$ cat src/design/fpm_cfg.svh
`ifndef FPM_CFG_SVH
`define FPM_CFG_SVH

// bus and float word
`define FPM_DATA_W 32
`define FPM_ADDR_W 3

// register map
`define FPM_REG_OP_A   3'd0
`define FPM_REG_OP_B   3'd1
`define FPM_REG_START  3'd2
`define FPM_REG_RESULT 3'd3
`define FPM_REG_STATUS 3'd4

// single precision fields
`define FP_EXP_W    8
`define FP_FRAC_W   23
`define FP_EXP_BIAS 127
`define FP_EXP_MAX  255
`define FP_QNAN     32'h7FC0_0000

// launch to valid, in clock edges
`define FPM_PIPE_STAGES 3

`endif

$ cat src/design/fpm_pkg.sv
`include "fpm_cfg.svh"

package fpm_pkg;

	// one float, also one bus word
	typedef logic [`FPM_DATA_W-1:0] fp_word_t;

	// register address on the slave port
	typedef logic [`FPM_ADDR_W-1:0] fpm_addr_t;

	// overflow, underflow, zero, nan from msb down
	typedef logic [3:0] fpm_flags_t;

	// fraction with hidden bit in front
	typedef logic [`FP_FRAC_W:0] fp_sig_t;

	// full significand product, 2 x 24 bits
	typedef logic [2*`FP_FRAC_W+1:0] fp_prod_t;

	// two guard bits above the field so the sum of two biased
	// exponents minus the bias fits, sign included
	typedef logic signed [`FP_EXP_W+1:0] fp_exp_ext_t;

	// operand class, subnormals fold into zero
	typedef enum logic [1:0] {
		FP_ZERO,
		FP_NORMAL,
		FP_INF,
		FP_NAN
	} fp_class_t;

	// bus controller states
	typedef enum logic {
		ST_IDLE,
		ST_RUN
	} fpm_state_t;

endpackage

$ cat src/design/fpm_bus_ctrl.sv
`timescale 1ns/1ps
`include "fpm_cfg.svh"

module fpm_bus_ctrl (
	input  logic              clk,
	input  logic              reset,
	input  fpm_pkg::fpm_addr_t i_address,
	input  logic              i_write,
	input  logic              i_valid,
	output logic              o_waitrequest,
	output logic              o_ld_op_a,
	output logic              o_ld_op_b,
	output logic              o_ld_result,
	output logic              o_launch
);
	import fpm_pkg::*;

	fpm_state_t state;
	fpm_state_t state_nxt;

	// write decode
	logic wr_op_a;
	logic wr_op_b;
	logic wr_start;

	assign wr_op_a  = i_write && (i_address == `FPM_REG_OP_A);
	assign wr_op_b  = i_write && (i_address == `FPM_REG_OP_B);
	assign wr_start = i_write && (i_address == `FPM_REG_START);

	// state register
	always_ff @(posedge clk or posedge reset) begin
		if (reset) begin
			state <= ST_IDLE;
		end else begin
			state <= state_nxt;
		end
	end

	// next state and strobes
	always_comb begin
		state_nxt     = state;
		o_waitrequest = 1'b0;
		o_ld_op_a     = 1'b0;
		o_ld_op_b     = 1'b0;
		o_ld_result   = 1'b0;
		o_launch      = 1'b0;

		case (state)
			ST_IDLE: begin
				// operand writes finish in one cycle
				o_ld_op_a = wr_op_a;
				o_ld_op_b = wr_op_b;
				// start write: stall master right away and fire the pipe
				if (wr_start) begin
					o_launch      = 1'b1;
					o_waitrequest = 1'b1;
					state_nxt     = ST_RUN;
				end
				// writes to result, status and holes just complete
			end

			ST_RUN: begin
				// master still holds the start write here
				if (i_valid) begin
					// waitrequest drops, write completes on this edge
					o_ld_result = 1'b1;
					state_nxt   = ST_IDLE;
				end else begin
					o_waitrequest = 1'b1;
				end
			end

			default: begin
				state_nxt = ST_IDLE;
			end
		endcase
	end

endmodule

$ cat src/design/fpm_csr_bank.sv
`timescale 1ns/1ps
`include "fpm_cfg.svh"

module fpm_csr_bank (
	input  logic                clk,
	input  logic                reset,
	input  fpm_pkg::fpm_addr_t  i_address,
	input  logic                i_read,
	input  fpm_pkg::fp_word_t   i_writedata,
	input  logic                i_ld_op_a,
	input  logic                i_ld_op_b,
	input  logic                i_ld_result,
	input  fpm_pkg::fp_word_t   i_product,
	input  fpm_pkg::fpm_flags_t i_flags,
	output fpm_pkg::fp_word_t   o_op_a,
	output fpm_pkg::fp_word_t   o_op_b,
	output fpm_pkg::fp_word_t   o_readdata
);
	import fpm_pkg::*;

	// stored registers
	fp_word_t   op_a_q;
	fp_word_t   op_b_q;
	fp_word_t   result_q;
	fpm_flags_t status_q;

	// status as a full bus word
	fp_word_t   status_word;

	always_ff @(posedge clk or posedge reset) begin
		if (reset) begin
			op_a_q   <= '0;
			op_b_q   <= '0;
			result_q <= '0;
			status_q <= '0;
		end else begin
			if (i_ld_op_a) begin
				op_a_q <= i_writedata;
			end
			if (i_ld_op_b) begin
				op_b_q <= i_writedata;
			end
			// result and flags always land together
			if (i_ld_result) begin
				result_q <= i_product;
				status_q <= i_flags;
			end
		end
	end

	// flags sit in bits 3..0, rest reads zero
	assign status_word = {{(`FPM_DATA_W - $bits(fpm_flags_t)){1'b0}}, status_q};

	// read mux, same cycle, never waits
	always_comb begin
		o_readdata = '0;
		if (i_read) begin
			case (i_address)
				`FPM_REG_OP_A:   o_readdata = op_a_q;
				`FPM_REG_OP_B:   o_readdata = op_b_q;
				`FPM_REG_RESULT: o_readdata = result_q;
				`FPM_REG_STATUS: o_readdata = status_word;
				// start and unmapped read zero
				default:         o_readdata = '0;
			endcase
		end
	end

	// operands straight to the multiplier
	assign o_op_a = op_a_q;
	assign o_op_b = op_b_q;

endmodule

$ cat src/design/fp_mult_classify.sv
`timescale 1ns/1ps
`include "fpm_cfg.svh"

module fp_mult_classify (
	input  logic                 clk,
	input  logic                 reset,
	input  logic                 i_launch,
	input  fpm_pkg::fp_word_t    i_op_a,
	input  fpm_pkg::fp_word_t    i_op_b,
	output logic                 o_valid,
	output logic                 o_sign,
	output fpm_pkg::fp_exp_ext_t o_exp_sum,
	output fpm_pkg::fp_sig_t     o_sig_a,
	output fpm_pkg::fp_sig_t     o_sig_b,
	output logic                 o_special,
	output fpm_pkg::fp_word_t    o_special_word,
	output fpm_pkg::fpm_flags_t  o_special_flags
);
	import fpm_pkg::*;

	// exponent zero counts as zero, subnormals included
	function automatic fp_class_t classify(input fp_word_t op);
		logic [`FP_EXP_W-1:0]  exp_f;
		logic [`FP_FRAC_W-1:0] frac_f;
		exp_f  = op[`FP_FRAC_W +: `FP_EXP_W];
		frac_f = op[`FP_FRAC_W-1:0];
		if (exp_f == '0) begin
			return FP_ZERO;
		end else if (exp_f == `FP_EXP_W'(`FP_EXP_MAX)) begin
			return (frac_f == '0) ? FP_INF : FP_NAN;
		end
		return FP_NORMAL;
	endfunction

	fp_class_t   class_a;
	fp_class_t   class_b;
	logic        sign_c;
	logic        special_c;
	fp_word_t    special_word_c;
	fpm_flags_t  special_flags_c;
	fp_exp_ext_t exp_sum_c;

	assign class_a = classify(i_op_a);
	assign class_b = classify(i_op_b);
	assign sign_c  = i_op_a[`FPM_DATA_W-1] ^ i_op_b[`FPM_DATA_W-1];

	// biased sum minus one bias, can go negative
	assign exp_sum_c = fp_exp_ext_t'({2'b00, i_op_a[`FP_FRAC_W +: `FP_EXP_W]})
		+ fp_exp_ext_t'({2'b00, i_op_b[`FP_FRAC_W +: `FP_EXP_W]})
		- fp_exp_ext_t'(`FP_EXP_BIAS);

	// every non-normal pair is settled here
	always_comb begin
		special_c       = 1'b1;
		special_word_c  = '0;
		special_flags_c = '0;
		if (class_a == FP_NAN || class_b == FP_NAN
			|| (class_a == FP_INF && class_b == FP_ZERO)
			|| (class_a == FP_ZERO && class_b == FP_INF)) begin
			// nan flag only
			special_word_c  = `FP_QNAN;
			special_flags_c = 4'b0001;
		end else if (class_a == FP_INF || class_b == FP_INF) begin
			// signed inf, no flags
			special_word_c = {sign_c, {`FP_EXP_W{1'b1}}, {`FP_FRAC_W{1'b0}}};
		end else if (class_a == FP_ZERO || class_b == FP_ZERO) begin
			// signed zero, zero flag
			special_word_c  = {sign_c, {(`FPM_DATA_W-1){1'b0}}};
			special_flags_c = 4'b0010;
		end else begin
			special_c = 1'b0;
		end
	end

	// valid bit follows launch
	always_ff @(posedge clk or posedge reset) begin
		if (reset) begin
			o_valid <= 1'b0;
		end else begin
			o_valid <= i_launch;
		end
	end

	// payload, loaded every cycle
	always_ff @(posedge clk) begin
		o_sign          <= sign_c;
		o_exp_sum       <= exp_sum_c;
		o_sig_a         <= {1'b1, i_op_a[`FP_FRAC_W-1:0]};
		o_sig_b         <= {1'b1, i_op_b[`FP_FRAC_W-1:0]};
		o_special       <= special_c;
		o_special_word  <= special_word_c;
		o_special_flags <= special_flags_c;
	end

endmodule

$ cat src/design/fp_mult_normalize.sv
`timescale 1ns/1ps
`include "fpm_cfg.svh"

module fp_mult_normalize (
	input  logic                 clk,
	input  logic                 reset,
	input  logic                 i_valid,
	input  logic                 i_sign,
	input  fpm_pkg::fp_exp_ext_t i_exp_sum,
	input  fpm_pkg::fp_sig_t     i_sig_a,
	input  fpm_pkg::fp_sig_t     i_sig_b,
	input  logic                 i_special,
	input  fpm_pkg::fp_word_t    i_special_word,
	input  fpm_pkg::fpm_flags_t  i_special_flags,
	output logic                 o_valid,
	output fpm_pkg::fp_word_t    o_product,
	output fpm_pkg::fpm_flags_t  o_flags
);
	import fpm_pkg::*;

	// stage 2 registers
	logic        s2_valid;
	logic        s2_sign;
	fp_exp_ext_t s2_exp_sum;
	fp_prod_t    s2_prod;
	logic        s2_special;
	fp_word_t    s2_special_word;
	fpm_flags_t  s2_special_flags;

	// stage 3 combinational
	logic [`FP_FRAC_W-1:0] frac_c;
	fp_exp_ext_t           exp_norm_c;
	fp_word_t              word_c;
	fpm_flags_t            flags_c;

	always_ff @(posedge clk or posedge reset) begin
		if (reset) begin
			s2_valid <= 1'b0;
		end else begin
			s2_valid <= i_valid;
		end
	end

	// 24 x 24 product plus carried fields
	always_ff @(posedge clk) begin
		s2_sign          <= i_sign;
		s2_exp_sum       <= i_exp_sum;
		s2_prod          <= i_sig_a * i_sig_b;
		s2_special       <= i_special;
		s2_special_word  <= i_special_word;
		s2_special_flags <= i_special_flags;
	end

	// product lies in [1,4), top bit picks the shift
	always_comb begin
		if (s2_prod[2*`FP_FRAC_W+1]) begin
			frac_c     = s2_prod[2*`FP_FRAC_W -: `FP_FRAC_W];
			exp_norm_c = s2_exp_sum + fp_exp_ext_t'(1);
		end else begin
			frac_c     = s2_prod[2*`FP_FRAC_W-1 -: `FP_FRAC_W];
			exp_norm_c = s2_exp_sum;
		end
	end

	// range check, lower bits just dropped (round toward zero)
	always_comb begin
		word_c  = {s2_sign, exp_norm_c[`FP_EXP_W-1:0], frac_c};
		flags_c = '0;
		if (s2_special) begin
			word_c  = s2_special_word;
			flags_c = s2_special_flags;
		end else if (exp_norm_c >= fp_exp_ext_t'(`FP_EXP_MAX)) begin
			// overflow to signed inf
			word_c  = {s2_sign, {`FP_EXP_W{1'b1}}, {`FP_FRAC_W{1'b0}}};
			flags_c = 4'b1000;
		end else if (exp_norm_c <= fp_exp_ext_t'(0)) begin
			// underflow flushes, zero flag too
			word_c  = {s2_sign, {(`FPM_DATA_W-1){1'b0}}};
			flags_c = 4'b0110;
		end
	end

	// stage 3 output registers
	always_ff @(posedge clk or posedge reset) begin
		if (reset) begin
			o_valid <= 1'b0;
		end else begin
			o_valid <= s2_valid;
		end
	end

	always_ff @(posedge clk) begin
		o_product <= word_c;
		o_flags   <= flags_c;
	end

endmodule

$ cat src/design/fpm_peripheral.sv
`timescale 1ns/1ps

module fpm_peripheral (
	input  logic               clk,
	input  logic               reset,
	input  fpm_pkg::fpm_addr_t i_address,
	input  logic               i_read,
	input  logic               i_write,
	input  fpm_pkg::fp_word_t  i_writedata,
	output fpm_pkg::fp_word_t  o_readdata,
	output logic               o_waitrequest
);

	// controller strobes
	logic ld_op_a;
	logic ld_op_b;
	logic ld_result;
	logic launch;

	// operands out of the bank
	fpm_pkg::fp_word_t op_a;
	fpm_pkg::fp_word_t op_b;

	// stage 1 to stage 2
	logic                 s1_valid;
	logic                 s1_sign;
	fpm_pkg::fp_exp_ext_t s1_exp_sum;
	fpm_pkg::fp_sig_t     s1_sig_a;
	fpm_pkg::fp_sig_t     s1_sig_b;
	logic                 s1_special;
	fpm_pkg::fp_word_t    s1_special_word;
	fpm_pkg::fpm_flags_t  s1_special_flags;

	// pipe result
	logic                pipe_valid;
	fpm_pkg::fp_word_t   pipe_product;
	fpm_pkg::fpm_flags_t pipe_flags;

	fpm_bus_ctrl u_ctrl (
		.clk(clk), .reset(reset), .i_address(i_address), .i_write(i_write),
		.i_valid(pipe_valid), .o_waitrequest(o_waitrequest), .o_ld_op_a(ld_op_a),
		.o_ld_op_b(ld_op_b), .o_ld_result(ld_result), .o_launch(launch)
	);

	fpm_csr_bank u_bank (
		.clk(clk), .reset(reset), .i_address(i_address), .i_read(i_read),
		.i_writedata(i_writedata), .i_ld_op_a(ld_op_a), .i_ld_op_b(ld_op_b),
		.i_ld_result(ld_result), .i_product(pipe_product), .i_flags(pipe_flags),
		.o_op_a(op_a), .o_op_b(op_b), .o_readdata(o_readdata)
	);

	// stage 1
	fp_mult_classify u_classify (
		.clk(clk), .reset(reset), .i_launch(launch), .i_op_a(op_a), .i_op_b(op_b),
		.o_valid(s1_valid), .o_sign(s1_sign), .o_exp_sum(s1_exp_sum),
		.o_sig_a(s1_sig_a), .o_sig_b(s1_sig_b), .o_special(s1_special),
		.o_special_word(s1_special_word), .o_special_flags(s1_special_flags)
	);

	// stages 2 and 3
	fp_mult_normalize u_normalize (
		.clk(clk), .reset(reset), .i_valid(s1_valid), .i_sign(s1_sign),
		.i_exp_sum(s1_exp_sum), .i_sig_a(s1_sig_a), .i_sig_b(s1_sig_b),
		.i_special(s1_special), .i_special_word(s1_special_word),
		.i_special_flags(s1_special_flags), .o_valid(pipe_valid),
		.o_product(pipe_product), .o_flags(pipe_flags)
	);

endmodule

$ cat config.mk
export PLATFORM = sky130hd
export DESIGN_NAME = fpm_peripheral
export DESIGN_NICKNAME = d
export VERILOG_FILES = /design/src/design/fpm_pkg.sv /design/src/design/fpm_bus_ctrl.sv /design/src/design/fpm_csr_bank.sv /design/src/design/fp_mult_classify.sv /design/src/design/fp_mult_normalize.sv /design/src/design/fpm_peripheral.sv
export VERILOG_INCLUDE_DIRS = /design/src /design/src/design
export SDC_FILE = /design/constraint.sdc
export NUM_CORES = 2
export LEC_CHECK = 0
export BUFFER_PORTS_ARGS = -buffer_cell sky130_fd_sc_hd__clkbuf_2
export CAP_MARGIN = 25
export CORE_AREA = 2 2 237 239
export CTS_CLUSTER_DIAMETER = 40
export DETAILED_ROUTE_END_ITERATION = 12
export DIE_AREA = 0 0 239 241
export GPL_ROUTABILITY_DRIVEN = 0
export PLACE_DENSITY = 0.68
export SETUP_SLACK_MARGIN = 0.05
export SYNTH_ARGS = -nofsm -noshare
export SYNTH_HDL_FRONTEND = slang
export SYNTH_SLANG_ARGS = --single-unit
$ cat constraint.sdc
create_clock -name clk -period 10.05 [get_ports clk]
set_input_delay 3.015 -clock clk [delete_from_list [all_inputs] [get_ports clk]]
set_output_delay 3.015 -clock clk [all_outputs]
set_load 0.05 [all_outputs]
==> impl_metrics.toml <==
[status]
status = "completed"

[logic_synthesis]
synthArstFlopShare_pct = 42.8
synth_area_mm2 = 0.0272
synth-edff-count = 0
yosysWarningCount = 0
synth_ff_type = "dfxtp_1"
synth.top_cell.area_share_pct = 35.5
synthCells = 2793
syn_avg_cell_area_um2 = 9.72
yosysTopAreaCell = "fa_1"
yosysUniqueCellTypes = 74
yosysSeqAreaShare_pct = 19.8
synth-seq-cells = 243
synth_nets = 3493
ys_top_cells_by_count = "597 x inv_1, 482 x fa_1, 284 x nand2_1, 238 x and2_1, 179 x ha_1"
synthTopCellsByArea = "fa_1 36%, dfxtp_1 10%, dfrtp_1 9.6%"
post-synth-top-count-cell = "inv_1"

[clocking]
cts_htree_levels = 1
insertion_delay_ns = 0.53
post_cts_resized = 0
cts_tree = "yes"
clock-sinks = 243
hold_buffers = 0
cts_setup_buffers = 0
numCtsBuffers = 25
clock_path_buffers = 3
clkSlewWorstSetupHoldPaths_ns = 0.06
cts_root_buf = "clkbuf_16"

[die]
coreArea_mm2 = 0.0549
initial_core_util_pct = 49.5
rows = 86
die_h_um = 241
dieArea_mm2 = 0.0576
fp.dieW_um = 239
pin_count = 72

[worst_setup_path]
critical_path_class = "in -> out"
crit_end = "o_readdata[1]"
critPathTopFamily = "buffers and inverters"
startpoint = "i_address[1]"
endpoint_kind = "output port"
worst_ep_required_time_ns = 7.04
r2r_start = "u_classify.o_sig_b[8]$_DFF_P_"
r2r_end = "u_normalize.s2_prod[40]$_DFF_P_"
r2r_cells = 25
crit_chain = "clkbuf_2, and2_1, buf_4, a21oi_1, nor2_1, a21oi_1, nor2_1, clkbuf_2"
cp_max_fo = 36
crit_buf_inv = 3
start_kind = "input port"
max_stage_delay_ns = 0.64
worst_path_max_delay_cell = "clkbuf_2"
cp.arrival_ns = 5.21
r2r_setup_slack_ns = 2.50
path_depth = 8

[finish]
final_area_mm2 = 0.0291
syn2layout_area_growth_pct = 7.26
multi_input_area_mm2 = 0.0190
final_layout_size_suffix_gt1_share_pct = 10.2
seqCellArea_mm2 = 0.00539
nFillCells = 4833
nets = 3513

[sta]
max_clock_freq_ghz = 0.122
setup_viol = 0
hold_violations = 0
slew_headroom_pct = 31.1
rsz0062_at_grt = "no"
hold_slack_ns = 0.327
final.period_utilization_pct = 81.8
worst_slew_pin_slew_ns = 1.03
period_needed_ns = 8.22
slew_violations = 0
finClkSkew_ns = 0.0156
setup_tns_ns = 0

[routing]
vias_per_cell = 5.49
final_antenna_net_count = 0
dr_total_vias = 19431
finalWirelength_mm = 73.8
dr.pass1.iters = 9
drc = 0
post_drt_wl_per_cell_um = 20.8
drt_iter0_markers = 1564

[global_routing]
grtUsageTotal_pct = 26.7
grt_use_met1_pct = 35.7
use_met3_pct = 3.41
grtUsageMet2_pct = 44.2
grt_pass1_vias = 20662
grt_first_pass_wirelength_mm = 117
overflow = 0
grt_max_degree = 61
busiest_layer = "met2"
antenna_found_initial = 6

[power]
leakage_nw = 14.6
pwr_density_cell_mw_per_mm2 = 66.6
vdd_drop_max_uv = 123

[placement]
io_buffers = 71
dpl_cell_area_mm2 = 0.0283
hpwl_mm = 55.5

[hold_path]
hp-class = "reg -> reg"

[flow_run]
maxCapViolCount = 0
## routing by layer
layer  vias to the layer above  share of wire (%)  wire, µm
met3                       181                8.0      5880
li1                       8478                  -         -
met1                      9899                 40     29200
met4                         0                4.7      3490
met5                         -                  0         0
met2                       873                 48     35200
## worst register-to-register path: stages, from the launching register on
cell and delay, ns:
dfxtp_1 0.31, buf_4 0.24, clkinv_1 0.53, nor2_1 0.33
fa_1 0.47, fa_1 0.53, inv_1 0.05, fa_1 0.48
inv_1 0.05, fa_1 0.49, inv_1 0.05, fa_1 0.55
inv_1 0.06, fa_1 0.48, inv_1 0.05, fa_1 0.48
inv_1 0.04, ha_1 0.37, nand4_1 0.18, nor4_1 0.33
a22oi_1 0.18, nand4b_1 0.27, nand3_2 0.26, a21boi_4 0.29
nor2_1 0.10, o311ai_1 0.26
## worst min-delay path by stage
| stage | startpoint | to | slack, ns | depth (start not counted) |
|---|---|---|---|---|
| 3_3_place_gp | u_classify.o_exp_sum[4]$_DFF_P_ | u_normalize.s2_exp_sum[4]$_DFF_P_ | 0.31 | 0 |
| 5_1_grt | u_classify.o_exp_sum[3]$_DFF_P_ | u_normalize.s2_exp_sum[3]$_DFF_P_ | 0.33 | 0 |
| 3_5_place_dp | u_classify.o_exp_sum[0]$_DFF_P_ | u_normalize.s2_exp_sum[0]$_DFF_P_ | 0.31 | 0 |
| 2_1_floorplan | u_classify.o_exp_sum[0]$_DFF_P_ | u_normalize.s2_exp_sum[0]$_DFF_P_ | 0.31 | 0 |
| 6_report | u_classify.o_exp_sum[4]$_DFF_P_ | u_normalize.s2_exp_sum[4]$_DFF_P_ | 0.33 | 0 |
| 4_1_cts | u_classify.o_exp_sum[0]$_DFF_P_ | u_normalize.s2_exp_sum[0]$_DFF_P_ | 0.33 | 0 |
## per-stage QoR
stage | setup WS (ns) | utilization, % | power (mW) | cells
floorplan | 2.23 | - | 1.01 | 2793
global placement | 1.92 | 51.5 | 1.02 | 3489
detailed placement | 1.84 | 51.5 | 1.03 | 3490
CTS | 1.84 | 53.1 | 1.95 | 3535
global route | 1.64 | 53.1 | 1.99 | 3540
finish | 1.83 | 53.1 | 1.94 | 3540
## report_power, final
group | total, mW | leakage [nW] | switching [mW] | internal (mW)
combinational | 0.0353 | 11.6 | 0.0260 | 0.00930
clock | 0.934 | 0.407 | 0.405 | 0.530
sequential | 0.969 | 2.57 | 0 | 0.969
## state kept, by name (all words and copies together), names as in the netlist, 2 cells and up
register / cells
u_normalize.s2_special_word: 2
u_bank.status_q: 4
u_bank.result_q: 32
u_classify.o_sig_a: 23
u_normalize.o_flags: 4
u_normalize.o_product: 32
u_normalize.s2_special_flags: 2
u_normalize.s2_exp_sum: 10
u_classify.o_special_word: 3
u_classify.o_exp_sum: 10
u_normalize.s2_prod: 25
u_bank.o_op_a: 32
u_bank.o_op_b: 32
u_classify.o_sig_b: 23
## kinds of logic after synthesis
| group | after synthesis | synth area share, % |
|---|---|---|
| XOR/XNOR | 49 | 1.58 |
| AO/OA/AOI/OAI | 187 | 4.63 |
| multiplexers | 158 | 6.29 |
| adder cells (fa/ha/maj) | 661 | 43.8 |
| buffers and inverters | 724 | 10.1 |
| AND/OR/NAND/NOR | 771 | 13.8 |
| flip-flops | 243 | 19.8 |
## cells in the final DEF, fill, tap and decap left out, types with 7 or more instances in the layout
master / netlist / final
buf_4: 2 / 46
and2_1: 238 / 238
nand4_1: 16 / 16
mux2_2: 102 / 102
nand2_1: 284 / 284
o21ai_0: 21 / 21
ha_1: 179 / 179
xor2_1: 19 / 19
nand3_1: 13 / 13
nor3_1: 10 / 9
a21oi_1: 77 / 77
mux2i_1: 56 / 56
fa_1: 482 / 482
nor2_1: 153 / 153
clkbuf_1: 109 / 7
inv_1: 597 / 596
a21o_1: 20 / 20
a31oi_1: 7 / 7
and3_1: 7 / 7
dfxtp_1: 139 / 138
o21a_1: 8 / 8
xnor2_1: 30 / 30
clkbuf_16: 0 / 26
clkbuf_2: 1 / 71
dfrtp_1: 104 / 104
o21bai_1: 8 / 8
nor4_1: 13 / 13
## final cells by class
| class | instances | share of cell area [%] |
|---|---|---|
| sequential | 243 | 18.5 |
| inverter | 599 | 7.73 |
| tap | 704 | 3.02 |
| clock buffer | 35 | 2.42 |
| antenna | 5 | 0.0430 |
| clock inverter | 10 | 0.464 |
| timing repair buffer | 118 | 2.46 |
| multi-input combinational | 1826 | 65.4 |
(Power assumes the default switching activity.)
